[config.mk]
export PLATFORM = sky130hd
export DESIGN_NAME = hilo_regs
export DESIGN_NICKNAME = d
export VERILOG_FILES = /design/src/source/ex_ops_pkg.sv /design/src/source/ex_pipe_pkg.sv /design/src/source/hilo_regs.sv
export VERILOG_INCLUDE_DIRS = /design/src /design/src/source
export SDC_FILE = /design/constraint.sdc
export NUM_CORES = 1
export LEC_CHECK = 0
export BUFFER_PORTS_ARGS = -buffer_cell sky130_fd_sc_hd__buf_2
export CAP_MARGIN = 10
export CORE_MARGIN = 5
export CORE_UTILIZATION = 46
export DETAILED_ROUTE_END_ITERATION = 8
export GPL_ROUTABILITY_DRIVEN = 1
export PLACE_DENSITY = 0.77
export SLEW_MARGIN = 10
export SYNTH_ARGS = -nofsm -noshare
export SYNTH_HDL_FRONTEND = slang
export SYNTH_SLANG_ARGS = --single-unit
[constraint.sdc]
create_clock -name clk -period 0.95 [get_ports clk]
set_input_delay 0.19 -clock clk [delete_from_list [all_inputs] [get_ports clk]]
set_output_delay 0.19 -clock clk [all_outputs]
set_load 0.005 [all_outputs]
[src/source/ex_defs.svh]
/*
 * Width and iteration constants of the execute unit.
 * Included by the packages and modules that size their buses from it.
 */

`ifndef EX_DEFS_SVH
`define EX_DEFS_SVH

// data path and register file address
`define DATA_W      32
`define REG_ADDR_W  5

// one quotient bit per divider step
`define DIV_STEPS   32

`define SHAMT_W     5

`endif

[src/source/ex_ops_pkg.sv]
/*
 * Operation codes understood by the execute unit.
 * The issuing stage fills ex_issue_t.op with one of these.
 */

`default_nettype none

package ex_ops_pkg;

    typedef enum logic [4:0] {
        NOP,
        ADD, SUB,
        AND, OR, XOR, NOR,
        SLT, SLTU,
        SLLV, SRLV, SRAV,
        MULT, MULTU,
        DIV, DIVU,
        MFHI, MFLO
    } alu_op_e;

endpackage

`default_nettype wire

[src/source/ex_pipe_pkg.sv]
/*
 * Records passed between the issuing stage, the execute logic and EX/MEM.
 */

`default_nettype none

`include "ex_defs.svh"

package ex_pipe_pkg;

    typedef struct packed {
        logic                    valid;
        ex_ops_pkg::alu_op_e     op;
        logic [`DATA_W-1:0]      oprand1;
        logic [`DATA_W-1:0]      oprand2;
        logic [`REG_ADDR_W-1:0]  waddr;
        logic                    we;
    } ex_issue_t;

    typedef struct packed {
        logic                en;
        logic [`DATA_W-1:0]  hi;
        logic [`DATA_W-1:0]  lo;
    } hilo_write_t;

    typedef struct packed {
        logic                    valid;
        logic                    we;
        logic [`REG_ADDR_W-1:0]  waddr;
        logic [`DATA_W-1:0]      result;
        hilo_write_t             hilo;
    } ex_result_t;

endpackage

`default_nettype wire

[src/source/hilo_regs.sv]
/*
 * HI/LO register pair. Written from the retiring EX/MEM entry; reads see
 * that pending write so mfhi/mflo can follow mult directly.
 */

`timescale 1ns/1ns
`default_nettype none

`include "ex_defs.svh"

module hilo_regs (
    input  logic                       clk,
    input  logic                       rst_i,
    input  ex_pipe_pkg::hilo_write_t   write_i,
    input  logic                       stall_i,
    output logic [`DATA_W-1:0]         hi_o,
    output logic [`DATA_W-1:0]         lo_o
);

    logic [`DATA_W-1:0] hi_q;
    logic [`DATA_W-1:0] lo_q;

    always_ff @(posedge clk) begin
        if (rst_i) begin
            hi_q <= '0;
            lo_q <= '0;
        end else if (write_i.en && !stall_i) begin
            hi_q <= write_i.hi;
            lo_q <= write_i.lo;
        end
    end

    // bypass of the write still sitting in EX/MEM
    assign hi_o = write_i.en ? write_i.hi : hi_q;
    assign lo_o = write_i.en ? write_i.lo : lo_q;

endmodule

`default_nettype wire

==> results.txt <==
Placer Congestion - 0.738
Power Total - 6.92 mW
Post-DRT Antenna Nets - 0
# setup viols final - 64
DRC - 0
# diodes - 0
CTS Buf Count - 9
combinational power share - 23.7%
commonest non-fill, non-tap cells in the layout - buf_2, nand2b_1, nand4bb_1
Mapped Area - 0.00390 sq mm
Final Hold Viols - 0
final worst slack - -0.290 ns
clock share of power - 34.3%
initial antenna violation count - 0
CP max stage cell - dfxtp_2
total I/O pin count - 132
Max Freq - 0.806 GHz
Internal - 5.22 mW
GRT Residual Overflow - 0
Layout Utilization - 65.5%
Pins Over Slew Limit - 0
CP startpoint kind - register
number of cell rows - 33
HP Class - primary input to register
Die X - 102 microns
DRT Pass-1 Iters - 4
GRT Total Usage - 18.1%
max-cap violations - 0
Arrival @ worst endpoint - 1.05 ns
Clock Pin Slew Worst Setup and Hold Paths - 0.07 ns
Worst-Skew Late Latency - 0.33 ns
Die Span Y - 102 microns
leakage power - 2.29 nW
Psw - 1.70 mW
Crit Path Category - register to output port
CP Buf/Inv Count - 1
TritonCTS Sinks - 64
RSZ-0062 raised after global routing - true
Net Sw Frac - 24.6%
Sequential Power Share - 42.0%
Slew @ Worst Pin - 0.232 ns
VDD IR max - 965 uV
P&R area growth vs syn - 38.6%
period utilisation layout - 131%
register area share after synthesis - 32.8%
CP max FO - 2
H-tree levels - 3
# nets final - 561
Via density - 5.37
Synth Warn # - 0
initial DRC count - 81
Worst Path Required - 0.76 ns
Mapped Avg Cell Area - 10.8 sq um
fraction of layout cells with a size suffix above 1 - 60.0%
Synth top area share - 32.8%
Unique masters post-synth - 11
Synth area leaders - dfxtp_1, nand4bb_1, mux2_4
Port Buf Inserts - 131
Clock Tree Buf Depth - 2
Yosys reg bits - 64
CP peak stage delay - 0.32 ns
leading area contributor after synthesis - dfxtp_1
WL/cell - 16.4 microns
root buf cell - clkbuf_8
Mapped Nets - 431
ratio of total power to cell area - 1280 mW/mm^2
Final Critical Period - 1.24 ns
crit path capture type - output port
CTS tree - yes
Worst slew margin - 84.5%
critical path cell sequence - mux2_4, buf_6
clock skew - 0 ns
CP delay by family, top - flip-flops
die area - 0.0104 sq mm
DR vias - 3,236
Syn Inst Count - 363
outcome - finished with violations
vias in the first global route - 3,177
most common cell after layout, fill and taps aside - buf_2
largest net degree at the start of global routing - 58
initial core utilization - 47.3%
total core area - 0.00826 sq mm
DRT Wirelength - 9.90 mm
HPWL Detailed - 6.41 mm
failing checks - setup timing
first-pass GRT wire length - 15.2 mm
==> final cells by class <==
type / count / area, sq um
multi-input combinational: 257 / 2360
clock buffer: 13 / 159
sequential: 64 / 1360
clock inverter: 3 / 40.0
tap: 105 / 131
fill: 668 / 2850
timing repair buffer: 161 / 1370
==> power groups by stage <==
stage	Combinational, mW	Sequential (mW)	Clock, mW
floorplan	0.844	2.92	0
global placement	1.34	2.94	0
detailed placement	1.36	2.95	0
CTS	1.49	2.89	2.43
global route	1.77	2.92	2.57
finish	1.64	2.91	2.37
==> stage by stage <==
stage / area [sq um] / std cells / hold slack, ns / setup slack [ns] / setup TNS, ns
6_report: 5410 / 603 / 0.127 / -0.290 / -17.22
3_5_place_dp: 4700 / 580 / 0.457 / -0.376 / -39.22
4_1_cts: 5110 / 599 / 0.116 / -0.302 / -18.38
2_1_floorplan: 3910 / 363 / 0.356 / -0.0134 / -0.715
3_3_place_gp: 4700 / 580 / 0.449 / -0.326 / -36.17
5_1_grt: 5410 / 603 / 0.119 / -0.325 / -19.79
==> cell usage after synthesis <==
cell       number
nor2b_1         1
buf_2           8
dfxtp_1        64
mux2_4         44
o21ai_0        56
buf_6          16
clkbuf_1       18
mux2_2         20
o21ai_1         8
nand4bb_1      64
nand2b_1       64
==> kinds of logic (layout without fill, tap and decap cells) <==
group / Yosys count / in the layout / synth area share, %
buf+inv: 42 / 177 / 7.37
simple gates: 129 / 129 / 28.9
compound gates: 64 / 64 / 8.21
flops: 64 / 64 / 32.8
mux: 64 / 64 / 22.7
==> worst reg2reg max path, delay by kind of cell (launching register included) <==
family	cells	cell delay [ns]
simple gates	1	0.06
flops	1	0.33
buf+inv	1	0.10
compound gates	1	0.14
==> metal layers <==
layer / GRT usage [%] / part of all wire (%)
met1: 23.2 / 43
met2: 29.9 / 49
met3: 4.64 / 7.2
met4: 5.55 / 1.2
met5: 0 / 0
==> state kept, by name (all words and copies together), names as in the netlist <==
| name | flops |
|---|---|
| lo_q | 32 |
| hi_q | 32 |
==> repair_timing <==
action | in CTS | in global routing
setup endpoints to repair | 65 | 65
pin swaps | 0 | 0
gates cloned | 1 | 1
hold buffers | 0 | 0
setup buffers | 2 | 3
gates resized for setup | 46 | 67
==> worst paths after layout <==
check | startpoint | to | slack, ns | cells past startpoint
max | lo_q[2] | lo_o[2] | -0.29 | 2
min | write_i[2] | lo_q[2] | 0.13 | 3
max reg2reg | lo_q[31] | lo_q[31] | 0.24 | 3
min reg2reg | hi_q[21] | hi_q[21] | 0.46 | 2
No activity file was read; power rests on OpenSTA's default activity.
