--- src/source/ex_defs.svh ---
/*
 * Width and iteration constants of the execute unit.
 * Included by the packages and modules that size their buses from it.
 */

`ifndef EX_DEFS_SVH
`define EX_DEFS_SVH

// data path and register file address
`define DATA_W      32
`define REG_ADDR_W  5

// one quotient bit per divider step
`define DIV_STEPS   32

`define SHAMT_W     5

`endif

--- src/source/div_unit.sv ---
/*
 * Iterative restoring divider, one quotient bit per cycle on magnitudes,
 * sign-corrected at the end. The result stays valid until acknowledged.
 */

`timescale 1ns/1ns
`default_nettype none

`include "ex_defs.svh"

module div_unit (
    input  logic                      clk,
    input  logic                      rst_i,
    input  logic                      start_i,
    input  logic                      signed_i,
    input  logic [`DATA_W-1:0]        dividend_i,
    input  logic [`DATA_W-1:0]        divisor_i,
    input  logic                      ack_i,
    output logic [2*`DATA_W-1:0]      result_o,
    output logic                      done_o
);

    localparam int CNT_W = $clog2(`DIV_STEPS);

    typedef enum logic [1:0] {S_IDLE, S_BUSY, S_DONE} div_state_e;

    div_state_e          state;
    logic [CNT_W-1:0]    count;
    logic                last_step;
    logic [`DATA_W-1:0]  rem_q;
    logic [`DATA_W-1:0]  quo_q;
    logic [`DATA_W-1:0]  dvs_q;
    logic                neg_quo;
    logic                neg_rem;
    logic [`DATA_W-1:0]  dividend_abs;
    logic [`DATA_W-1:0]  divisor_abs;
    logic [`DATA_W:0]    shifted;
    logic [`DATA_W:0]    diff;
    logic [`DATA_W-1:0]  rem_nxt;
    logic [`DATA_W-1:0]  quo_nxt;

    assign dividend_abs = (signed_i && dividend_i[`DATA_W-1]) ? -dividend_i : dividend_i;
    assign divisor_abs  = (signed_i && divisor_i[`DATA_W-1]) ? -divisor_i : divisor_i;

    // keep the old partial remainder when the trial subtract goes negative
    assign shifted = {rem_q, quo_q[`DATA_W-1]};
    assign diff    = shifted - {1'b0, dvs_q};
    assign rem_nxt = diff[`DATA_W] ? shifted[`DATA_W-1:0] : diff[`DATA_W-1:0];
    assign quo_nxt = {quo_q[`DATA_W-2:0], ~diff[`DATA_W]};

    assign last_step = (count == CNT_W'(`DIV_STEPS - 1));

    always_ff @(posedge clk) begin
        if (rst_i) begin
            state <= S_IDLE;
            count <= '0;
        end else begin
            case (state)
                S_IDLE: if (start_i) begin
                    state <= S_BUSY;
                    count <= '0;
                end
                S_BUSY: begin
                    count <= count + 1'b1;
                    if (last_step)
                        state <= S_DONE;
                end
                default: if (ack_i)
                    state <= S_IDLE;
            endcase
        end
    end

    always_ff @(posedge clk) begin
        if (state == S_IDLE && start_i) begin
            rem_q   <= '0;
            quo_q   <= dividend_abs;
            dvs_q   <= divisor_abs;
            neg_quo <= signed_i && (dividend_i[`DATA_W-1] ^ divisor_i[`DATA_W-1]);
            neg_rem <= signed_i && dividend_i[`DATA_W-1];
        end else if (state == S_BUSY) begin
            rem_q <= rem_nxt;
            quo_q <= quo_nxt;
            if (last_step)
                result_o <= {neg_rem ? -rem_nxt : rem_nxt, neg_quo ? -quo_nxt : quo_nxt};
        end
    end

    assign done_o = (state == S_DONE);

endmodule

`default_nettype wire

--- config.mk ---
export PLATFORM = sky130hd
export DESIGN_NAME = div_unit
export DESIGN_NICKNAME = d
export VERILOG_FILES = /design/src/source/div_unit.sv
export VERILOG_INCLUDE_DIRS = /design/src /design/src/source
export SDC_FILE = /design/constraint.sdc
export NUM_CORES = 1
export LEC_CHECK = 0
export ABC_AREA = 1
export BUFFER_PORTS_ARGS = -buffer_cell sky130_fd_sc_hd__buf_2
export CAP_MARGIN = 40
export CORE_UTILIZATION = 40
export DETAILED_ROUTE_END_ITERATION = 8
export SYNTH_ARGS = -nofsm -noshare
export SYNTH_HDL_FRONTEND = slang
export SYNTH_SLANG_ARGS = --single-unit
export TNS_END_PERCENT = 100
--- constraint.sdc ---
create_clock -name clk -period 7.5 [get_ports clk]
set_input_delay 0.375 -clock clk [delete_from_list [all_inputs] [get_ports clk]]
set_output_delay 0.375 -clock clk [all_outputs]
set_load 0.005 [all_outputs]
==> run_summary.xml, run 1 <==
<?xml version="1.0" encoding="UTF-8"?>
<metrics>
  <group name="setup_path">
    <metric name="worstSetupStartpointType" unit="">flop</metric>
    <metric name="worst-endpoint-arrival" unit="ns">4.69</metric>
    <metric name="crit_fanout" unit="">28</metric>
    <metric name="timing.critical_path.to_type" unit="">flop</metric>
    <metric name="path_common_cell" unit="">nand2_2</metric>
    <metric name="critical_path_required" unit="ns">7.69</metric>
    <metric name="cp_slowest_stage_delay" unit="ns">0.44</metric>
    <metric name="crit_type" unit="">flop to flop</metric>
    <metric name="cp_cell_instances" unit="">inv_1 -&gt; ha_1 -&gt; fa_1 -&gt; inv_1 -&gt; nand2_1 -&gt; nand2_1 -&gt; nand3_1 -&gt; nand2_2 -&gt; nand2_2 -&gt; nand2_2 -&gt; nand2_4 -&gt; nand2_4 -&gt; nand2_2 -&gt; nand2_4 -&gt; ha_1 -&gt; nand2_1 -&gt; nor3_1 -&gt; nand4_1 -&gt; nor2_1 -&gt; inv_1 -&gt; o31ai_1 -&gt; o21ai_0 -&gt; xor2_1</metric>
    <metric name="library_cell_contributing_the_largest_single_delay_on_the_critical_path" unit="">nor3_1</metric>
  </group>
  <group name="synth">
    <metric name="synthesis.area" unit="um^2">12000</metric>
    <metric name="synthCells" unit="">1655</metric>
    <metric name="synth.yosys.seq_area_share" unit="">0.389</metric>
    <metric name="synth-edff-count" unit="">130</metric>
    <metric name="post_synth_num_cell_types" unit="">46</metric>
    <metric name="number_of_warnings_printed_during_yosys_synthesis" unit="">0</metric>
    <metric name="ys.flop_type" unit="">edfxtp_1</metric>
    <metric name="post_synth.cell_area_avg" unit="um^2">7.27</metric>
    <metric name="synthArstFlopShare" unit="">0</metric>
    <metric name="synth-seq-cells" unit="">169</metric>
    <metric name="postSynthNetCount" unit="">1763</metric>
  </group>
  <group name="timing">
    <metric name="clock.fmax" unit="GHz">0.222</metric>
    <metric name="finalMaxSlewViolations" unit="">0</metric>
    <metric name="timing_hold_violations_final" unit="">0</metric>
    <metric name="final.setup.tns" unit="ns">0</metric>
    <metric name="clock-skew-final" unit="ns">0.0201</metric>
    <metric name="grt_setup_unrepaired" unit="">false</metric>
    <metric name="worst_tran_pin_value" unit="ns">0.841</metric>
    <metric name="post-route-period-util" unit="">0.600</metric>
    <metric name="max_slew_margin" unit="">0.439</metric>
    <metric name="final-setup-viol-count" unit="">0</metric>
    <metric name="timing.final.crit_period" unit="ns">4.50</metric>
  </group>
  <group name="finish">
    <metric name="layout.cells.most_common_list" unit="">nand2_1, inv_1, buf_2</metric>
    <metric name="layout-area-overhead-vs-synth" unit="%">13.5</metric>
    <metric name="nNetsFinal" unit="">1893</metric>
    <metric name="layout_commonest_cell" unit="">nand2_1</metric>
    <metric name="n_antenna_cell" unit="">0</metric>
    <metric name="layout-drive-gt1-share" unit="">0.128</metric>
    <metric name="finalCoreUtilization" unit="">0.461</metric>
  </group>
  <group name="clock_tree">
    <metric name="clk_pin_slew_worst_paths" unit="ns">0.09</metric>
    <metric name="cts_hold_repair.buffers" unit="">0</metric>
    <metric name="cts_sinks" unit="">169</metric>
    <metric name="cts_made_buffers" unit="">17</metric>
    <metric name="cts_tree" unit="">done</metric>
    <metric name="post-cts-setup-buffers" unit="">0</metric>
    <metric name="cts_repair_resize_count" unit="">0</metric>
    <metric name="maximum_clock_insertion_buffer_count" unit="">2</metric>
    <metric name="cts.htree.levels" unit="">4</metric>
    <metric name="clockRootBuffer" unit="">clkbuf_16</metric>
    <metric name="worst_skew_pair.late_latency" unit="ns">0.44</metric>
  </group>
  <group name="power_and_ir_drop">
    <metric name="swShare" unit="">0.483</metric>
    <metric name="power_report.internal_total" unit="mW">2.56</metric>
    <metric name="power.ir.vdd_worst" unit="mV">0.164</metric>
    <metric name="power.combinational.fraction" unit="">0.542</metric>
    <metric name="netSwitchingPower" unit="mW">2.39</metric>
    <metric name="pwr-share-clk" unit="">0.180</metric>
    <metric name="power_leakage" unit="nW">6.63</metric>
    <metric name="power.sequential.fraction" unit="">0.279</metric>
    <metric name="powerDensity" unit="nW/um^2">362</metric>
  </group>
  <group name="global_routing">
    <metric name="grt_pass1_wl" unit="um">50100</metric>
    <metric name="vias_in_the_first_global_route" unit="">9894</metric>
    <metric name="grt_max_degree" unit="">66</metric>
    <metric name="antenna_found_initial" unit="">0</metric>
    <metric name="globalRouteTotalUtil" unit="">0.206</metric>
    <metric name="globalRouteOverflowTotal" unit="">0</metric>
  </group>
  <group name="route">
    <metric name="dr_total_vias" unit="">10700</metric>
    <metric name="remaining_drc_errors" unit="">0</metric>
    <metric name="routed_via_density" unit="">4.87</metric>
    <metric name="drt_iter0_markers" unit="">743</metric>
    <metric name="detail_route.first_pass.iterations" unit="">5</metric>
    <metric name="final_antenna_net_count" unit="">0</metric>
    <metric name="wl_per_cell" unit="um">14.2</metric>
    <metric name="wirelength" unit="um">31200</metric>
  </group>
  <group name="floorplanning">
    <metric name="io_pins" unit="">134</metric>
    <metric name="dieWidth" unit="um">175</metric>
    <metric name="design.die.area" unit="um^2">30800</metric>
    <metric name="core.rowCount" unit="">63</metric>
    <metric name="initial_core_utilization" unit="">0.406</metric>
    <metric name="core_area" unit="um^2">29600</metric>
    <metric name="die_h" unit="um">175</metric>
  </group>
  <group name="worst_hold_path">
    <metric name="hold_class" unit="">primary input to flop</metric>
  </group>
  <group name="flow_run">
    <metric name="max_cap_viol_count" unit="">0</metric>
  </group>
  <group name="placement">
    <metric name="port-buffer-count" unit="">133</metric>
    <metric name="detailed_place_hpwl" unit="um">24800</metric>
    <metric name="globalplace.congestion" unit="">0.936</metric>
  </group>
  <group name="outcome">
    <metric name="run_status" unit="">complete, no violations</metric>
  </group>
</metrics>
## routing by layer
metal | up-vias | global-route usage | routed length [um]
met5 | - | 0 | 0
met4 | 0 | 0.0630 | 628
met3 | 43 | 0.0232 | 1550
met2 | 286 | 0.321 | 13500
met1 | 4787 | 0.298 | 15500
li1 | 5538 | - | -
## state kept, by name, summed over array words and instances (netlist names)
register  count
rem_q        32
state         2
dvs_q        32
neg_quo       1
neg_rem       1
quo_q        32
result_o     64
count         5
## cells by family after synthesis
logic type               after synthesis  synth area share
flip-flops                           169             0.389
AO/OA/AOI/OAI                        159            0.0763
XOR/XNOR                             119            0.0866
AND/OR/NAND/NOR                      861             0.306
buffers and inverters                308             0.101
adder cells (fa/ha/maj)               39            0.0412
## stage by stage
step                power, mW  cells  hold WS [ns]  cell area (um^2)  worst slack (ns)
CTS                      4.95   2188         0.139             13700              3.02
floorplan                3.44   1655         0.434             12000              3.52
global route             5.37   2188         0.138             13700              2.65
finish                   4.94   2188         0.145             13700              3.00
detailed placement       4.05   2156         0.458             13100              3.03
global placement         4.03   2156         0.454             13100              3.14
## power groups by stage
stage | Clock, mW | Combinational, mW | Sequential, mW
floorplan | 0 | 2.10 | 1.34
global placement | 0 | 2.64 | 1.39
detailed placement | 0 | 2.66 | 1.39
CTS | 0.905 | 2.67 | 1.37
global route | 0.937 | 3.04 | 1.39
finish | 0.887 | 2.68 | 1.38
## worst max-delay path, delay by kind of cell (launching register included)
family | cells | cell delay, ns
flops | 1 | 0.41
buf+inv | 3 | 0.25
xor+xnor | 1 | 0.17
simple gates | 14 | 1.98
compound gates | 2 | 0.57
fa+ha+maj | 3 | 0.86
## synthesized netlist by cell type (2+ instances only)
master / n / area, um^2
a31oi_1: 2 / 12.5
inv_1: 274 / 1030
nand3_2: 2 / 20.0
o31ai_1: 3 / 22.5
buf_4: 4 / 30.0
xnor2_1: 42 / 368
clkinv_1: 2 / 7.51
nand2_4: 9 / 101
and2_1: 5 / 31.3
o21bai_1: 4 / 30.0
o22ai_1: 31 / 194
nand2_1: 527 / 1980
a21oi_1: 26 / 130
o21ai_2: 3 / 26.3
nand3b_1: 9 / 67.6
clkbuf_1: 20 / 75.1
edfxtp_1: 130 / 3900
nor2_1: 131 / 492
o21a_1: 2 / 15.0
a211oi_1: 2 / 15.0
nand3_1: 81 / 405
nor3_1: 23 / 115
nor2_2: 11 / 68.8
nor4_1: 10 / 62.6
o21ai_1: 3 / 15.0
o41ai_1: 3 / 26.3
buf_6: 3 / 33.8
xor2_1: 77 / 674
ha_1: 38 / 475
nand2_2: 22 / 138
or2_2: 4 / 25.0
o21ai_0: 75 / 375
nand4_1: 25 / 156
dfxtp_1: 39 / 781
buf_2: 2 / 10.0
## worst paths after layout
kind,slack [ns],depth (start not counted),endpoint,from
hold reg to reg,0.47,2,count[4]$_SDFFE_PP0P_,count[4]$_SDFFE_PP0P_
setup reg to reg,3.00,23,result_o[28]$_DFFE_PP_,quo_q[31]$_DFFE_PP_
hold / removal,0.15,1,dvs_q[0]$_DFFE_PP_,divisor_i[0]
setup / recovery,3.00,23,result_o[28]$_DFFE_PP_,quo_q[31]$_DFFE_PP_
## layout make-up
cell class / count / area [um^2]
multi-input cells: 1178 / 6140
clock inverters: 15 / 148
well taps: 390 / 488
flip-flops and latches: 169 / 4680
clock buffers: 17 / 425
inverters: 277 / 1040
fillers: 3053 / 16000
repair buffers: 142 / 733
No activity file was read; power rests on OpenSTA's default activity.
==> run 2: changes to the inputs <==
--- a/config.mk
+++ b/config.mk
@@ -6,7 +6,7 @@
 export SDC_FILE = /design/constraint.sdc
 export NUM_CORES = 1
 export LEC_CHECK = 0
-export ABC_AREA = 1
+export ABC_AREA = 0
 export BUFFER_PORTS_ARGS = -buffer_cell sky130_fd_sc_hd__buf_2
 export CAP_MARGIN = 40
 export CORE_UTILIZATION = 40
==> constraint.sdc (replaced) <==
create_clock -name clk -period 3.8 [get_ports clk]
set_input_delay 0.19 -clock clk [delete_from_list [all_inputs] [get_ports clk]]
set_output_delay 0.19 -clock clk [all_outputs]
set_load 0.005 [all_outputs]
==> run 2 against run 1 <==
The flow now finishes with violations (setup timing). Worst hold slack worse by 0.12 ns. Synthesized cell count down 29%. First-iteration DRC count is 11% lower. Setup slack got worse by 3.2 ns. Clock skew fell by 0.0028 ns. Maximum frequency is 12% higher. Critical path type unchanged. Largest cell class unchanged.
==> run_summary.xml, run 2 <==
<?xml version="1.0" encoding="UTF-8"?>
<metrics>
  <group name="clock_tree">
    <metric name="clk_pin_slew_worst_paths" unit="ns">0.07</metric>
    <metric name="clockRootBuffer" unit="">clkbuf_16</metric>
    <metric name="cts.htree.levels" unit="">4</metric>
    <metric name="maximum_clock_insertion_buffer_count" unit="">2</metric>
    <metric name="cts_tree" unit="">done</metric>
    <metric name="cts_sinks" unit="">169</metric>
    <metric name="worst_skew_pair.late_latency" unit="ns">0.45</metric>
    <metric name="cts_made_buffers" unit="">17</metric>
  </group>
  <group name="finish">
    <metric name="filler_cells" unit="">2523</metric>
    <metric name="largest_register_ffs" unit="">64</metric>
    <metric name="n_antenna_cell" unit="">0</metric>
    <metric name="layout.cells.most_common_list" unit="">buf_4, buf_2, nand2_1, edfxtp_1, o21ai_0</metric>
    <metric name="layout-area-overhead-vs-synth" unit="%">28.2</metric>
    <metric name="layout-drive-gt1-share" unit="">0.282</metric>
    <metric name="regMostFlops" unit="">result_o</metric>
    <metric name="layoutNonFillerInstCount" unit="">1790</metric>
    <metric name="post_route_cell_area" unit="um^2">14200</metric>
    <metric name="layout_commonest_cell" unit="">buf_4</metric>
    <metric name="nNetsFinal" unit="">1544</metric>
    <metric name="finalCoreUtilization" unit="">0.524</metric>
  </group>
  <group name="timing">
    <metric name="clock.fmax" unit="GHz">0.248</metric>
    <metric name="timing_hold_violations_final" unit="">0</metric>
    <metric name="worst_slack" unit="ns">-0.225</metric>
    <metric name="finalMaxSlewViolations" unit="">0</metric>
    <metric name="final-setup-viol-count" unit="">9</metric>
    <metric name="post-route-period-util" unit="">1.06</metric>
    <metric name="final.setup.tns" unit="ns">-1.38</metric>
    <metric name="timing.final.crit_period" unit="ns">4.03</metric>
    <metric name="max_slew_margin" unit="">0.415</metric>
    <metric name="clock-skew-final" unit="ns">0.0173</metric>
    <metric name="worst_tran_pin_value" unit="ns">0.875</metric>
    <metric name="finalHoldWorstSlack" unit="ns">0.0214</metric>
    <metric name="grt_setup_unrepaired" unit="">true</metric>
  </group>
  <group name="worst_hold_path">
    <metric name="whs_path_depth" unit="">1</metric>
    <metric name="hold_class" unit="">primary input to flop</metric>
    <metric name="timing.hold.worst_endpoint" unit="">dvs_q[0]$_DFFE_PP_</metric>
    <metric name="hold_start" unit="">divisor_i[0]</metric>
  </group>
  <group name="power_and_ir_drop">
    <metric name="powerDensity" unit="nW/um^2">663</metric>
    <metric name="total_power" unit="mW">9.40</metric>
    <metric name="pwr-share-clk" unit="">0.186</metric>
    <metric name="netSwitchingPower" unit="mW">3.90</metric>
    <metric name="power.ir.vdd_worst" unit="mV">0.357</metric>
    <metric name="power.sequential.fraction" unit="">0.268</metric>
    <metric name="power_report.internal_total" unit="mW">5.50</metric>
    <metric name="power_leakage" unit="nW">5.76</metric>
    <metric name="swShare" unit="">0.415</metric>
    <metric name="power.combinational.fraction" unit="">0.546</metric>
  </group>
  <group name="global_routing">
    <metric name="globalRouteMet2Util" unit="">0.361</metric>
    <metric name="grt_max_degree" unit="">66</metric>
    <metric name="grt_pass1_wl" unit="um">48400</metric>
    <metric name="met3_usage" unit="">0.0360</metric>
    <metric name="vias_in_the_first_global_route" unit="">9381</metric>
    <metric name="globalRouteTotalUtil" unit="">0.218</metric>
    <metric name="antenna_found_initial" unit="">0</metric>
    <metric name="grtUsageMet1" unit="">0.290</metric>
    <metric name="globalRouteOverflowTotal" unit="">0</metric>
    <metric name="top_usage_layer" unit="">met2</metric>
  </group>
  <group name="synth">
    <metric name="synth-edff-count" unit="">130</metric>
    <metric name="synthCells" unit="">1167</metric>
    <metric name="synth.most_common_cell" unit="">nand2_1</metric>
    <metric name="synth.yosys.seq_area_share" unit="">0.424</metric>
    <metric name="post_synth_num_cell_types" unit="">87</metric>
    <metric name="ys_top_cells_by_count" unit="">nand2_1, edfxtp_1, o21ai_0</metric>
    <metric name="post_synth_main_area_contributors" unit="">edfxtp_1, dfxtp_1, xnor2_1</metric>
    <metric name="postSynthNetCount" unit="">1275</metric>
    <metric name="post_synth.cell_area_avg" unit="um^2">9.47</metric>
    <metric name="synth-seq-cells" unit="">169</metric>
    <metric name="synth_top_cell_area_share" unit="">0.353</metric>
    <metric name="ys.flop_type" unit="">edfxtp_1</metric>
    <metric name="synthArstFlopShare" unit="">0</metric>
    <metric name="synth_area_leader_cell" unit="">edfxtp_1</metric>
    <metric name="synthesis.area" unit="um^2">11100</metric>
    <metric name="number_of_warnings_printed_during_yosys_synthesis" unit="">0</metric>
  </group>
  <group name="floorplanning">
    <metric name="core_area" unit="um^2">27000</metric>
    <metric name="dieWidth" unit="um">168</metric>
    <metric name="die_h" unit="um">168</metric>
    <metric name="initial_core_utilization" unit="">0.409</metric>
    <metric name="core.rowCount" unit="">60</metric>
    <metric name="design.die.area" unit="um^2">28300</metric>
    <metric name="io_pins" unit="">134</metric>
  </group>
  <group name="route">
    <metric name="wirelength" unit="um">30500</metric>
    <metric name="detail_route.first_pass.iterations" unit="">5</metric>
    <metric name="remaining_drc_errors" unit="">0</metric>
    <metric name="routed_via_density" unit="">5.42</metric>
    <metric name="dr_total_vias" unit="">9709</metric>
    <metric name="drt_iter0_markers" unit="">660</metric>
    <metric name="wl_per_cell" unit="um">17.0</metric>
    <metric name="final_antenna_net_count" unit="">0</metric>
  </group>
  <group name="setup_path">
    <metric name="worst_case_register_to_register_setup_slack" unit="ns">-0.23</metric>
    <metric name="worstSetupStartpointType" unit="">flop</metric>
    <metric name="worst-endpoint-arrival" unit="ns">4.22</metric>
    <metric name="worst_r2r_path_depth" unit="">17</metric>
    <metric name="crit_fanout" unit="">6</metric>
    <metric name="rr_startpoint" unit="">dvs_q[0]$_DFFE_PP_</metric>
    <metric name="timing.rr.end" unit="">result_o[62]$_DFFE_PP_</metric>
    <metric name="crit_type" unit="">flop to flop</metric>
    <metric name="critical_path_required" unit="ns">3.99</metric>
    <metric name="timing.critical_path.to_type" unit="">flop</metric>
  </group>
  <group name="flow_run">
    <metric name="max_cap_viol_count" unit="">0</metric>
  </group>
  <group name="placement">
    <metric name="dpl_cell_area" unit="um^2">13200</metric>
    <metric name="globalplace.congestion" unit="">0.922</metric>
    <metric name="placed_cell_count" unit="">1744</metric>
    <metric name="pre_cts_setup_slack" unit="ns">-0.522</metric>
    <metric name="port-buffer-count" unit="">133</metric>
    <metric name="detailed_place_hpwl" unit="um">22800</metric>
  </group>
  <group name="outcome">
    <metric name="run_status" unit="">finished, violations left</metric>
    <metric name="violated_checks" unit="">setup timing</metric>
  </group>
</metrics>
run 2: layout make-up:
| type | instances | area (um^2) | share of cell area |
|---|---|---|---|
| clock buffer | 17 | 425 | 0.0300 |
| clock inverter | 15 | 173 | 0.0122 |
| inverter | 57 | 216 | 0.0153 |
| multi-input combinational | 894 | 6280 | 0.443 |
| sequential | 169 | 4680 | 0.331 |
| tap | 341 | 427 | 0.0301 |
| timing repair buffer | 297 | 1960 | 0.139 |
run 2: per-layer routing:
layer  wire (um)  vias to the layer above
met5           0                        -
met4         682                        0
met3        1560                       34
met2       14300                      259
met1       13900                     4608
li1            -                     4808
run 2: cells by family after synthesis:
kind of cell | count (synthesis) | synth area share
muxes | 23 | 0.0212
and+or+nand+nor | 376 | 0.166
xor gates and xnor gates | 144 | 0.114
buffers and inverters | 104 | 0.0391
DFF | 169 | 0.424
AOI/OAI and AO/OA | 312 | 0.191
adders and majority gates | 39 | 0.0448
run 2: critical path, cell delays in order (launching register included):
cell and delay (ns):
edfxtp_1 0.38, ha_2 0.21, fa_2 0.34, nand2b_4 0.16
a211oi_4 0.21, o211a_1 0.22, o211ai_2 0.11, a211oi_4 0.28
inv_4 0.10, a21oi_4 0.19, ha_4 0.16, inv_2 0.05
or4_4 0.43, nor4_4 0.14, a41o_1 0.21, nand4_4 0.12
o41ai_2 0.36, xnor2_1 0.10
run 2: timing repair:
action | in CTS | in global routing
pin swaps | 10 | 17
gates resized for setup | 15 | 28
setup endpoints to repair | 16 | 19
cloned | 0 | 1
hold buffers | 1 | 0
endpoints found under the hold margin | 5 | 0
setup buffers | 9 | 8
run 2: worst max-delay path by stage:
stage	from	to	slack [ns]
floorplan	quo_q[31]$_DFFE_PP_	result_o[62]$_DFFE_PP_	-0.90
global placement	quo_q[31]$_DFFE_PP_	result_o[58]$_DFFE_PP_	-0.33
detailed placement	quo_q[31]$_DFFE_PP_	result_o[58]$_DFFE_PP_	-0.52
CTS	dvs_q[0]$_DFFE_PP_	result_o[58]$_DFFE_PP_	-0.26
global route	quo_q[31]$_DFFE_PP_	result_o[62]$_DFFE_PP_	-0.43
finish	dvs_q[0]$_DFFE_PP_	result_o[62]$_DFFE_PP_	-0.23
run 2: power groups by stage:
stage | sequential [mW] | clock (mW) | combinational (mW)
6_report | 2.51 | 1.75 | 5.13
5_1_grt | 2.54 | 1.87 | 5.58
4_1_cts | 2.51 | 1.78 | 4.83
3_5_place_dp | 2.55 | 0 | 4.68
3_3_place_gp | 2.54 | 0 | 4.64
2_1_floorplan | 2.54 | 0 | 2.96
