`config.mk`:
```
export PLATFORM = sky130hd
export DESIGN_NAME = ex_mem_reg
export DESIGN_NICKNAME = d
export VERILOG_FILES = /design/src/source/ex_ops_pkg.sv /design/src/source/ex_pipe_pkg.sv /design/src/source/ex_mem_reg.sv
export VERILOG_INCLUDE_DIRS = /design/src /design/src/source
export SDC_FILE = /design/constraint.sdc
export NUM_CORES = 1
export LEC_CHECK = 0
export BUFFER_PORTS_ARGS = -buffer_cell sky130_fd_sc_hd__buf_4
export CELL_PAD_IN_SITES_DETAIL_PLACEMENT = 1
export CELL_PAD_IN_SITES_GLOBAL_PLACEMENT = 1
export CORE_ASPECT_RATIO = 2
export CORE_MARGIN = 1.5
export CORE_UTILIZATION = 29
export CTS_BUF_LIST = sky130_fd_sc_hd__clkbuf_16
export DETAILED_ROUTE_END_ITERATION = 12
export HOLD_SLACK_MARGIN = 0.12
export MAX_ROUTING_LAYER = met4
export PLACE_DENSITY = 0.82
export SYNTH_ARGS = -nofsm -noshare
export SYNTH_HDL_FRONTEND = slang
export SYNTH_SLANG_ARGS = --single-unit
```
`constraint.sdc`:
```
create_clock -name clk -period 6.3 [get_ports clk]
set_input_delay 1.26 -clock clk [delete_from_list [all_inputs] [get_ports clk]]
set_output_delay 1.26 -clock clk [all_outputs]
set_load 0.01 [all_outputs]
```
`src/source/ex_defs.svh`:
```
/*
 * Width and iteration constants of the execute unit.
 * Included by the packages and modules that size their buses from it.
 */

`ifndef EX_DEFS_SVH
`define EX_DEFS_SVH

// data path and register file address
`define DATA_W      32
`define REG_ADDR_W  5

// one quotient bit per divider step
`define DIV_STEPS   32

`define SHAMT_W     5

`endif

```
`src/source/ex_ops_pkg.sv`:
```
/*
 * Operation codes understood by the execute unit.
 * The issuing stage fills ex_issue_t.op with one of these.
 */

`default_nettype none

package ex_ops_pkg;

    typedef enum logic [4:0] {
        NOP,
        ADD, SUB,
        AND, OR, XOR, NOR,
        SLT, SLTU,
        SLLV, SRLV, SRAV,
        MULT, MULTU,
        DIV, DIVU,
        MFHI, MFLO
    } alu_op_e;

endpackage

`default_nettype wire

```
`src/source/ex_pipe_pkg.sv`:
```
/*
 * Records passed between the issuing stage, the execute logic and EX/MEM.
 */

`default_nettype none

`include "ex_defs.svh"

package ex_pipe_pkg;

    typedef struct packed {
        logic                    valid;
        ex_ops_pkg::alu_op_e     op;
        logic [`DATA_W-1:0]      oprand1;
        logic [`DATA_W-1:0]      oprand2;
        logic [`REG_ADDR_W-1:0]  waddr;
        logic                    we;
    } ex_issue_t;

    typedef struct packed {
        logic                en;
        logic [`DATA_W-1:0]  hi;
        logic [`DATA_W-1:0]  lo;
    } hilo_write_t;

    typedef struct packed {
        logic                    valid;
        logic                    we;
        logic [`REG_ADDR_W-1:0]  waddr;
        logic [`DATA_W-1:0]      result;
        hilo_write_t             hilo;
    } ex_result_t;

endpackage

`default_nettype wire

```
`src/source/ex_mem_reg.sv`:
```
/*
 * EX/MEM pipeline register. Combines the divider and memory pause requests,
 * holds while memory stalls and inserts a bubble when nothing is accepted.
 */

`timescale 1ns/1ns
`default_nettype none

`include "ex_defs.svh"

module ex_mem_reg (
    input  logic                       clk,
    input  logic                       rst_i,
    input  ex_pipe_pkg::ex_result_t    result_i,
    input  logic                       issue_valid_i,
    input  logic                       div_pause_i,
    input  logic                       mem_stall_i,
    output ex_pipe_pkg::ex_result_t    ex_mem_o,
    output logic                       pause_o,
    output logic                       accept_o
);

    assign pause_o  = div_pause_i || mem_stall_i;
    assign accept_o = issue_valid_i && !pause_o;

    always_ff @(posedge clk) begin
        if (rst_i) begin
            ex_mem_o.valid   <= 1'b0;
            ex_mem_o.we      <= 1'b0;
            ex_mem_o.hilo.en <= 1'b0;
        end else if (!mem_stall_i) begin
            ex_mem_o <= result_i;
            // bubble keeps the payload but drops every enable
            if (!accept_o) begin
                ex_mem_o.valid   <= 1'b0;
                ex_mem_o.we      <= 1'b0;
                ex_mem_o.hilo.en <= 1'b0;
            end
        end
    end

endmodule

`default_nettype wire

```
==> results of run 1 <==
[layout by cell type (no fill, tap or decap), drive strengths merged]
cell type,Yosys,final
nand4bb,3,3
inv,0,1
a21oi,3,3
dfxtp,3,3
buf,0,215
nor2,1,1
edfxtp,101,101
or2,1,1
nand2,3,3
nor3b,1,1
clkinvlp,0,3
clkbuf,0,9
clkinv,0,2
[metal layers]
| layer | vias to the layer above | share of wire | global-route usage |
|---|---|---|---|
| met3 | 16 | 0.053 | 0.0404 |
| met4 | 0 | 0.032 | 0.0741 |
| li1 | 917 | - | - |
| met2 | 105 | 0.58 | 0.270 |
| met5 | - | 0 | - |
| met1 | 963 | 0.33 | 0.151 |
[power groups by stage]
| stage | logic (W) | registers, W | clock network (W) |
|---|---|---|---|
| after floorplan | 0.0000109 | 0.000865 | 0 |
| after global placement | 0.000159 | 0.000837 | 0 |
| after detailed placement | 0.000165 | 0.000840 | 0 |
| after CTS | 0.000165 | 0.000825 | 0.000510 |
| after global routing | 0.000171 | 0.000828 | 0.000530 |
| final | 0.000161 | 0.000824 | 0.000494 |
[area by class of cell]
type	instances	area, um^2	area share
Timing Repair Buffer	215	1610	0.309
Multi-Input combinational cell	12	85.1	0.0163
Tap cell	137	171	0.0328
Clock inverter	6	38.8	0.00742
Sequential cell	104	3090	0.592
Clock buffer	9	225	0.0431
[how the worst max path moves through the flow]
stage,slack (ns),from,end
6_report,3.17,mem_stall_i,ex_mem_o[77]$_DFFE_PP_
5_1_grt,3.01,mem_stall_i,ex_mem_o[30]$_DFFE_PP_
4_1_cts,3.13,mem_stall_i,ex_mem_o[69]$_DFFE_PP_
3_5_place_dp,2.78,mem_stall_i,ex_mem_o[96]$_DFFE_PP_
3_3_place_gp,2.90,mem_stall_i,ex_mem_o[52]$_DFFE_PP_
2_1_floorplan,0.27,rst_i,ex_mem_o[0]$_DFFE_PP_
[stage by stage]
| stage | hold slack [ns] | worst slack [ns] | instance area [um^2] | power (W) |
|---|---|---|---|---|
| floorplan | 0.474 | 0.266 | 3170 | 0.000876 |
| global placement | 0.455 | 2.90 | 4960 | 0.000996 |
| detailed placement | 0.457 | 2.78 | 4960 | 0.00100 |
| CTS | 0.473 | 3.13 | 5230 | 0.00150 |
| global route | 0.506 | 3.01 | 5230 | 0.00153 |
| finish | 0.477 | 3.17 | 5230 | 0.00148 |
[critical path, cell delays in order]
cell and delay [ns]:
sky130_fd_sc_hd__buf_4 0.15, sky130_fd_sc_hd__nor2_4 0.89, sky130_fd_sc_hd__buf_4 0.72
[logic make-up (layout without fill, tap and decap cells)]
logic type      count (synthesis)  count (layout)  share of synthesized area
flops                         104             104                      0.976
buf+inv                         0             230                          0
simple gates                    9               9                     0.0197
compound gates                  3               3                    0.00473
==> results.txt, run 1 <==
* Net Count, Synth: 225
- Category of the critical setup timing path: in -> reg
* Hold-fix buffers, CTS: 0
* Maximum number of pins on one net before global-route repair: 60
* Final cell utilization of the core: 0.496
- Summed over all nets, the switching power comes to 0.000311 W.
* Final layout net count: 451
* Clock transition at the registers of the reported paths: 0.06 ns
- Final Routed Wirelength: 8.82 mm
- Setup violations remaining at the end of the flow were counted as 0.
- Combined global-route utilization of all metal layers: 0.151
* Classification of the worst-slack hold path: reg -> reg
- For this run, the register share of the synthesized area comes to 0.976.
- Total Negative Setup Slacks: 0 ns
- Worst-case hold path end point: ex_mem_o[64]$_SDFFE_PP0N_
* First-pass GRT wire length: 12.2 mm
* Most instantiated cells after synthesis: sky130_fd_sc_hd__edfxtp_1 (101), sky130_fd_sc_hd__a21oi_1 (3), sky130_fd_sc_hd__dfxtp_1 (3), sky130_fd_sc_hd__nand2_1 (3), sky130_fd_sc_hd__nand4bb_1 (3)
* Clock group share of total power: 0.334
- The clock tree synthesis step divided the H-tree into 3 levels.
- CP Data Required Time: 6.26 ns
- Nature of the critical path endpoint: flip-flop
- Most instantiated flip-flop cell in the synthesis netlist: sky130_fd_sc_hd__edfxtp_1
- Setup repair after global routing left no endpoint under its margin.
- Yosys printed 0 warnings.
- Int Power: 0.00117 W
* Total via count after detailed routing: 2001
* CTS buffer count: 9
- Worst r2r dst: ex_mem_o[102]$_SDFFE_PP0N_
- Port Buffers: 214
- TritonCTS clock tree: yes
* Final Slew Violations: 0
- Root buffer cell: sky130_fd_sc_hd__clkbuf_16
- The number of antenna violations at the first check in global routing was 0.
- Cell types occupying the most area after synthesis: sky130_fd_sc_hd__edfxtp_1 (96%), sky130_fd_sc_hd__dfxtp_1 (1.9%), sky130_fd_sc_hd__nand4bb_1 (1.1%), sky130_fd_sc_hd__a21oi_1 (0.47%), sky130_fd_sc_hd__nand2_1 (0.36%)
- Of the cells placed in the final design, the portion with a size suffix greater than 1 is 0.662.
- sky130_fd_sc_hd__edfxtp_1 takes more of the synthesized area than any other cell.
- Status: finished clean
- In this run, synthesis produced a sequential element count of 104.
- Derived from the worst setup path, the maximum achievable clock frequency is 319 MHz.
* Clock sinks: 104
- Ranked by flip-flop count, first place goes to ex_mem_o.
- Die outline height: 151 um
- Routability-driven placement finished with a final weighted congestion of 0.774.
- Worst min-delay path startpoint: ex_mem_o[64]$_SDFFE_PP0N_
- Initial Utilization: 0.301
- FF-to-FF Start: ex_mem_o[102]$_SDFFE_PP0N_
- Leakage Power: 2.15 nW
- The worst setup path is launched from an input port.
* Number of violations reported at the end of detailed-routing iteration 0: 77
- Dividing total power by cell area gives a power density of 283 nW/um^2.
* Gates resized, CTS repair: 0
- Fin crit period: 3.13 ns
* Area growth, synth to finish: 64.9%
- In this run the tightest slew margin relative to its limit is 0.228.
* Max-cap violations: 0
* Placed insts: 468
- Remaining global-route overflow: 0
- Combinational share of power: 0.109
- Synthesis produced 116 cells.
* Number of primary I/O pins: 215
- Crit path arrival time: 3.09 ns
* Top cell type's share of synthesized area: 0.957
- Antenna diode instance count: 0
- First-pass iteration count of the detailed router: 4
- Die width: 76.9 um
- Maximum VDD drop: 0.144 mV
* Routed Antenna Nets: 0
- Cell area after technology mapping: 3170 um^2
- Cell with the most instances after synthesis: sky130_fd_sc_hd__edfxtp_1
- DRC Markers: 0
- Yosys mapped a number of flops with a built-in enable equal to 101.
* Mapped Avg Cell Area: 27.3 um^2
- Count of buffers added by post-CTS timing repair for setup: 0
- Dividing the detail-routed wire length by the instance count gives 18.3 um.
- The worst hold path passes through 2 cells.
- For this run, asynchronously set or reset flops after synthesis account for 0.
- Register-to-register path setup slack: 5.66 ns
- Fill cells in the final layout number 1021.
* Placeable core area: 10500 um^2
* Source-to-sink clock delay at the later pin of the worst-skew pair: 0.33 ns
* Highest net fanout along the worst path: 59
* Non-filler cells, final: 483
- Of the total power, the share spent switching nets is 0.210.
- Clock tree buffer depth: 2
* Die area: 11600 um^2
* Number of vias per cell after detailed routing: 4.14
- Summed over all nets, the half-perimeter wirelength after detailed placement is 6.98 mm.
- The via count of the first global-routing pass came to 2211.
- The hold violation count in the final report was 0.
* Std cell rows: 53
- Across the routed clock network, the largest skew measured is 0 ns.
* Worst Reg2Reg Path Length in Cells: 2
- In the finished design, the share of the clock period the worst path needs comes to 0.497.
* Top Registers: ex_mem_o: 104 flops
* Sequential fraction of design power: 0.557
- For the pin with the worst max-slew slack, the measured transition is 1.16 ns.
* Number of flip-flops under the largest register name: 104
- Counting distinct cell types in the post-synthesis netlist gives 8.
Note: power is estimated with default switching activity, not from simulation.
==> inputs of run 2 (changes only) <==
Clock period 6.3 ns to 2.5 ns, I/O delays scaled along.
==> run 2 against run 1 <==
First-iteration DRC count up 34%. Non-clock buffer count grew 1. Combinational power increased to 2.6 times the previous value. Clock skew unchanged. Via count is 1.6% higher. Clock-buffer cell count unchanged.
==> results.txt, run 2 (synthesis gave the netlist of run 1 again) <==
- Status: finished clean
* Count of H-tree levels built during CTS: 3 (unchanged)
- Number of primary I/O pins: 215 (unchanged)
- Commonest cells after routing, fill and taps aside: sky130_fd_sc_hd__buf_4 (214), sky130_fd_sc_hd__edfxtp_1 (101), sky130_fd_sc_hd__clkbuf_16 (9)
* Nature of the critical path endpoint: primary output
- Maximum number of pins on one net before global-route repair: 52 (-13%)
- Final cell utilization of the core: 0.502 (+0.00593)
- The initial cell density of the core was 0.301 (unchanged).
* First-pass GRT wire length: 12.6 mm (+3.3%)
* Routed Antenna Nets: 0 (unchanged)
* Port Buffers: 214 (unchanged)
- The overall die height is 151 um (unchanged).
- Number of flip-flops under the largest register name: 104 (unchanged)
- The sum of negative setup slack is 0 ns (unchanged).
* Final layout net count: 452 (+0.22%)
- Final clock skew: 0 ns (unchanged)
* Total via count after detailed routing: 2033 (+1.6%)
- Area growth, synth to finish: 66.9%
* Filler Cell Count: 1029 (+0.78%)
- Most common cell after layout, fill and taps aside: sky130_fd_sc_hd__buf_4
* Final Hold Vio Count: 0 (unchanged)
- Global placer's final weighted congestion: 0.736 (-4.8%)
- The largest fanout on the critical path came to 9 (-85%).
* Clock sinks: 104 (unchanged)
- Hold-fix buffers, CTS: 0 (unchanged)
- The die outline width is 76.9 um (unchanged).
* CTS buffer count: 9 (unchanged)
- In the final layout, the registers with the most flip-flops are ex_mem_o: 104 flops.
- Final Routed Wirelength: 9.12 mm (+3.4%)
- Classification of the worst-slack hold path: in -> reg
- Int Power: 0.00306 W (+160%)
- Root buffer cell: sky130_fd_sc_hd__clkbuf_16
- Count of buffers added by post-CTS timing repair for setup: 0 (unchanged)
* Sequential fraction of design power: 0.537 (-0.020)
* Least setup slack across all paths after layout: 0.984 ns (-2.19 ns)
- The headroom to the max-slew limit came to 0.788 (+0.560).
- Kind of start point of the critical path: input port
- Placeable core area: 10500 um^2 (unchanged)
- Register Area: 3090 um^2 (unchanged)
* Tot Pwr: 0.00386 W (+160%)
* Antenna diode instance count: 0 (unchanged)
- TritonCTS clock tree: yes
- Unrepaired setup endpoints after global routing: false
- The layout cell share with drive strength beyond 1 was 0.667 (+0.00482).
- The placement-stage worst setup slack was 0.876 ns (-1.90 ns).
* Slew at the pin with the worst max-slew slack: 0.317 ns (-0.838 ns)
- The worst-case clock buffer depth is 2 (unchanged).
- The maximum ir drop on the vdd rail was 0.373 mV (+160%).
* Largest register by flop count: ex_mem_o
* Max-cap violations: 0 (unchanged)
- The portion of total power attributed to the clock network came to 0.356 (+0.022).
- Switching portion of total power: 0.208 (-0.00208)
- Crit share post-route: 0.606
- The arrival time of data at the critical path endpoint is 1.02 ns (-2.07 ns).
- Category of the critical setup timing path: in -> out
- Fmax: 660 MHz
- The count of buffering cells on the critical path with inverters included was 2 (unchanged).
- Number of vias per cell after detailed routing: 4.19 (+1.2%)
- Fin crit period: 1.52 ns
- The delay of the slowest cell on the worst path was 0.23 ns (-0.66 ns).
- Critical path, cell by cell: buf_4 -> or2_1 -> buf_4
- Final Slew Violations: 0 (unchanged)
- Die area: 11600 um^2 (unchanged)
* Number of violations reported at the end of detailed-routing iteration 0: 103 (+34%)
- The quantity of gates resized following cts came to 0 (unchanged).
* CP Data Required Time: 2.00 ns (-4.26 ns)
- The multi-input gate area in the final layout came to 85.1 um^2 (unchanged).
- Power per Cell Area: 730 nW/um^2 (+160%)
- The clock transition at the registers of the reported paths is 0.07 ns (about the same).
- The reg2reg setup slack was 1.87 ns (-3.79 ns).
- On the critical path the largest part of the delay comes from buffers and inverters.
- Placed insts: 469 (+0.21%)
* Slowest library cell on the worst path: sky130_fd_sc_hd__or2_1
- Vias in the first global route: 2248 (+1.7%)
- Initial antenna violation count: 0 (unchanged)
* Post-DP HPWL: 7.28 mm (+4.4%)
* Combinational share of power: 0.107 (-0.002)
* First-pass iteration count of the detailed router: 4 (unchanged)
- The clock insertion delay at the later pin of the skew report is 0.33 ns (about the same).
- The leakage power total came to 2.18 nW (+1.7%).
* Combined global-route utilization of all metal layers: 0.158 (+0.00663)
* Remaining global-route overflow: 0 (unchanged)
- CP dominant cell by count: sky130_fd_sc_hd__buf_4
- Reported net switching power: 0.000805 W (+160%)
- Std cell rows: 53 (unchanged)
- Non-filler cells, final: 485 (+0.41%)
- The total setup violations reported at the end of the flow was 0 (unchanged).
- The average detailed-routed wire length per instance was 18.8 um (+3.0%).
* DRC Markers: 0 (unchanged)
[run 2: changes by cell type in the layout (fill, tap and decap cells not counted), moves of 2 or more]
cell,delta
sky130_fd_sc_hd__buf_12,+2
sky130_fd_sc_hd__clkinv_2,+2
sky130_fd_sc_hd__clkinvlp_4,-2
sky130_fd_sc_hd__inv_6,+2
[run 2: power groups by stage]
stage	Clock, W	Combinational, W	Sequential, W
floorplan	0	0.0000280	0.00217
global placement	0	0.000411	0.00211
detailed placement	0	0.000423	0.00211
CTS	0.00142	0.000423	0.00208
global route	0.00148	0.000439	0.00208
finish	0.00137	0.000415	0.00207
[run 2: path summary, 6_finish.rpt]
path / startpoint / to / depth (start not counted)
setup reg to reg: ex_mem_o[102]$_SDFFE_PP0N_ / ex_mem_o[102]$_SDFFE_PP0N_ / 2
hold reg to reg: ex_mem_o[103]$_SDFFE_PP0N_ / ex_mem_o[103]$_SDFFE_PP0N_ / 2
setup / recovery: mem_stall_i / pause_o / 3
hold / removal: result_i[45] / ex_mem_o[45]$_DFFE_PP_ / 1
[run 2: metal layers]
metal	vias up	GRT usage	part of all wire
li1	922	-	-
met1	967	0.152	0.32
met2	122	0.279	0.57
met3	22	0.0452	0.073
met4	0	0.0907	0.036
met5	-	-	0
[run 2: cell type report]
cell class	count	area share
repair buffers	216	0.311
flip-flops and latches	104	0.585
multi-input cells	12	0.0161
well taps	137	0.0324
clock buffers	9	0.0426
clock inverters	7	0.0130
[run 2: per-stage QoR]
stage	area [um^2]	hold slack [ns]
final	5290	0.335
after detailed placement	5000	0.465
after floorplan	3180	0.474
after CTS	5290	0.317
after global placement	5000	0.460
after global routing	5290	0.317
==> inputs of run 3 (changes only) <==
Settings changed: ABC_AREA set to 1, CORE_UTILIZATION 29 to 32, PLACE_DENSITY 0.82 to 0.85.
Clock period 2.5 ns to 1.4 ns, I/O delays scaled along.
==> run 3 against run 2 <==
Synthesized cell count grew 1.7%. Via count grew 20%. Register-to-register slack lost 1.1 ns. Combinational power grew 140%. Hold slack lost 0.20 ns. Cell count grew 21%. Die area shrank 9.5%. Sequential power grew 80%. Synthesized area shrank 0.47%. Clock-buffer cell count is the same.
==> results.txt, run 3 <==
- The first-pass detailed-route iteration total came to 4 (unchanged).
- Most instantiated flip-flop cell in the synthesis netlist: sky130_fd_sc_hd__edfxtp_1
* Post-DP HPWL: 7.20 mm (-1.1%)
- Routed Antenna Nets: 0 (unchanged)
- Initial antenna violation count: 3 (+3)
* Remaining global-route overflow: 0 (unchanged)
- Cell with the most instances after synthesis: sky130_fd_sc_hd__edfxtp_1
* Cell area after technology mapping: 3160 um^2 (-0.47%)
- The core region area was 9640 um^2 (-8.6%).
* Placed insts: 467 (-0.43%)
* Highest net fanout along the worst path: 1 (-8)
- Combined global-route utilization of all metal layers: 0.218 (+0.0599)
* Max-cap violations: 0 (unchanged)
* Final clock skew: 0 ns (unchanged)
- Share of flip-flops with an asynchronous set or reset: 0 (unchanged)
- Count of buffers added by post-CTS timing repair for setup: 0 (unchanged)
- # setup viols final: 0 (unchanged)
* TritonCTS clock tree: yes
- The residual DRC count came to 0 (unchanged).
- Number of warnings issued by yosys: 0 (unchanged)
- The area fraction of the dominant cell type after synthesis came to 0.961 (+0.00455).
* Status: finished clean
* Clock tree buffer depth: 2 (unchanged)
- Final Hold Vio Count: 0 (unchanged)
- Leakage Power: 2.60 nW (+19%)
- Part of the Yosys area used for sequential elements: 0.980 (+0.00464)
* Post-route cell area: 6250 um^2 (+18%)
- The quantity of gates resized following cts was 0 (unchanged).
- Critical path, cell by cell: buf_4
* Commonest cells after routing, fill and taps aside: sky130_fd_sc_hd__buf_4 (215), sky130_fd_sc_hd__edfxtp_1 (101), sky130_fd_sc_hd__dlygate4sd3_1 (100)
* Std cell rows: 51 (-3.8%)
- Bufs and invs on worst path: 1 (-1)
- Total via count after detailed routing: 2441 (+20%)
- Initial Utilization: 0.327 (+0.0268)
- Kind of start point of the critical path: flip-flop
- Count of H-tree levels built during CTS: 3 (unchanged)
- The number of nets at the end of the flow is 555 (+23%).
- Category of the critical setup timing path: reg -> out
- After layout, the minimum clock period comes to 1.22 ns.
* Number of violations reported at the end of detailed-routing iteration 0: 103 (unchanged)
- Among all stages on the critical path, the largest delay is contributed by sky130_fd_sc_hd__edfxtp_1.
* Clock sinks: 104 (unchanged)
- Vias in the first global route: 2791 (+24%)
* Hold-fix buffers, CTS: 98 (+98)
* Net Count, Synth: 227 (+0.89%)
- Die area: 10500 um^2 (-9.5%)
- The library cell used most frequently in the layout, excluding fill and tap cells, is sky130_fd_sc_hd__buf_4.
- Mapped Avg Cell Area: 26.7 um^2 (-2.2%)
- The last weighted congestion value of the routability-driven placer was 0.845 (+15%).
* Number of primary I/O pins: 215 (unchanged)
- Routed wirelength normalized by instance count: 19.4 um (+3.0%)
* Instance area at placement: 4980 um^2 (-0.28%)
- Unrepaired setup endpoints after global routing: false
- The die outline width came to 73.2 um (-4.8%).
- The total wire length after detailed routing is 11.3 mm (+24%).
- CTS buffer count: 9 (unchanged)
- Fmax: 821 MHz
* Die outline height: 143 um (-4.9%)
* Rel. slew slack: 0.779 (-0.00880)
- The overall power consumption was 0.00697 W (+80%).
- Maximum VDD drop: 0.968 mV (+160%)
* Crit share post-route: 0.869
* Power per Cell Area: 1110 nW/um^2 (+53%)
- The count of port buffers added during placement is 214 (unchanged).
- The first-pass GRT wire length was 15.6 mm (+23%).
- The fraction of the core area covered by cells at the end of the flow is 0.649 (+0.147).
- The routed via count divided by cell count is 4.17 (-0.46%).
* Clock transition at the registers of the reported paths: 0.07 ns (about the same)
- The count of placed standard cells in the final layout, fillers left out was 585 (+21%).
* Cell taking the most area after synthesis: sky130_fd_sc_hd__edfxtp_1
- Source-to-sink clock delay at the later pin of the worst-skew pair: 0.33 ns (about the same)
* Filler Cell Count: 900 (-13%)
- The number of synthesized register bits was 104 (unchanged).
- Compared with the post-synthesis result, the final layout area differs by 98.2%.
- Slew at the pin with the worst max-slew slack: 0.331 ns (+0.0140 ns)
- Crit path arrival time: 0.94 ns (-0.08 ns)
- Top Registers: ex_mem_o: 104 flops
* Maximum number of pins on one net before global-route repair: 40 (-23%)
- The delay of the slowest cell on the worst path is 0.42 ns (+0.19 ns).
- Number of flip-flops under the largest register name: 104 (unchanged)
* Largest register by flop count: ex_mem_o
- Number of cells produced by synthesis: 118 (+1.7%)
* CP Data Required Time: 1.12 ns (-0.88 ns)
- After synthesis, the most frequently instantiated cells are sky130_fd_sc_hd__edfxtp_1 (101), sky130_fd_sc_hd__a21oi_1 (3), sky130_fd_sc_hd__dfxtp_1 (3), sky130_fd_sc_hd__nand2_1 (3), sky130_fd_sc_hd__nand3_1 (3).
- Cell types occupying the most area after synthesis: sky130_fd_sc_hd__edfxtp_1 (96%), sky130_fd_sc_hd__dfxtp_1 (1.9%), sky130_fd_sc_hd__a21oi_1 (0.48%), sky130_fd_sc_hd__nand3_1 (0.48%), sky130_fd_sc_hd__nand2_1 (0.36%)
- Count of distinct cell types in the synthesized netlist: 8 (unchanged)
* Number of enable flip-flop cells after synthesis: 101 (unchanged)
- Final Slew Violations: 0 (unchanged)
- The kind of cell with the highest combined delay along the critical path is flip-flops.
- The tree is rooted in a sky130_fd_sc_hd__clkbuf_16.
- The worst setup path is captured at a primary output.
* Classification of the worst-slack hold path: in -> reg
- Ratio of cells with drive above 1 in the final layout: 0.513 (-0.153)
[run 3: kinds of logic (layout without fill, tap and decap cells)]
group                  count (synthesis)  count (layout)  share of synthesized area
buffers and inverters                  2             334                    0.00238
DFF                                  104             104                      0.980
other                                  0               3                          0
and+or+nand+nor                        9               9                     0.0127
AOI/OAI and AO/OA                      3               3                    0.00476
[run 3: power by group]
group	leakage [nW]	total, W	switching, W	internal, W
registers	0.972	0.00372	0.0000721	0.00364
clock network	0.132	0.00226	0.00107	0.00119
logic	1.49	0.000993	0.000377	0.000616
total	2.60	0.00697	0.00152	0.00545
[run 3: stage by stage]
step	worst slack [ns]	hold slack, ns	TNS, ns
final	0.183	0.136	0
after global routing	0.161	0.122	0
after CTS	0.188	0.122	0
after detailed placement	0.0820	0.459	0
after global placement	0.125	0.442	0
after floorplan	-0.787	0.349	-79.46
[run 3: worst paths after layout]
path / from / end / slack [ns] / cells after the start
setup / recovery: ex_mem_o[72]$_DFFE_PP_ / ex_mem_o[72] / 0.18 / 1
hold / removal: result_i[95] / ex_mem_o[95]$_DFFE_PP_ / 0.14 / 1
hold reg to reg: ex_mem_o[102]$_SDFFE_PP0N_ / ex_mem_o[102]$_SDFFE_PP0N_ / 0.49 / 2
setup reg to reg: ex_mem_o[64]$_SDFFE_PP0N_ / ex_mem_o[64]$_SDFFE_PP0N_ / 0.76 / 2
[run 3: cell type report]
| cell class | count | area, um^2 | share of cell area |
|---|---|---|---|
| sequential | 104 | 3090 | 0.495 |
| timing repair buffer | 317 | 2660 | 0.425 |
| clock buffer | 9 | 225 | 0.0360 |
| tap | 132 | 165 | 0.0264 |
| multi-input combinational | 12 | 62.6 | 0.0100 |
| clock inverter | 6 | 37.5 | 0.00600 |
| inverter | 2 | 7.51 | 0.00120 |
| antenna | 3 | 7.51 | 0.00120 |
[run 3: routing by layer]
metal,wire length [um],vias up,part of all wire,GRT usage
li1,-,1124,-,-
met1,3450,1161,0.30,0.193
met2,6740,120,0.59,0.397
met3,613,36,0.054,0.0484
met4,536,0,0.047,0.139
met5,0,-,0,-
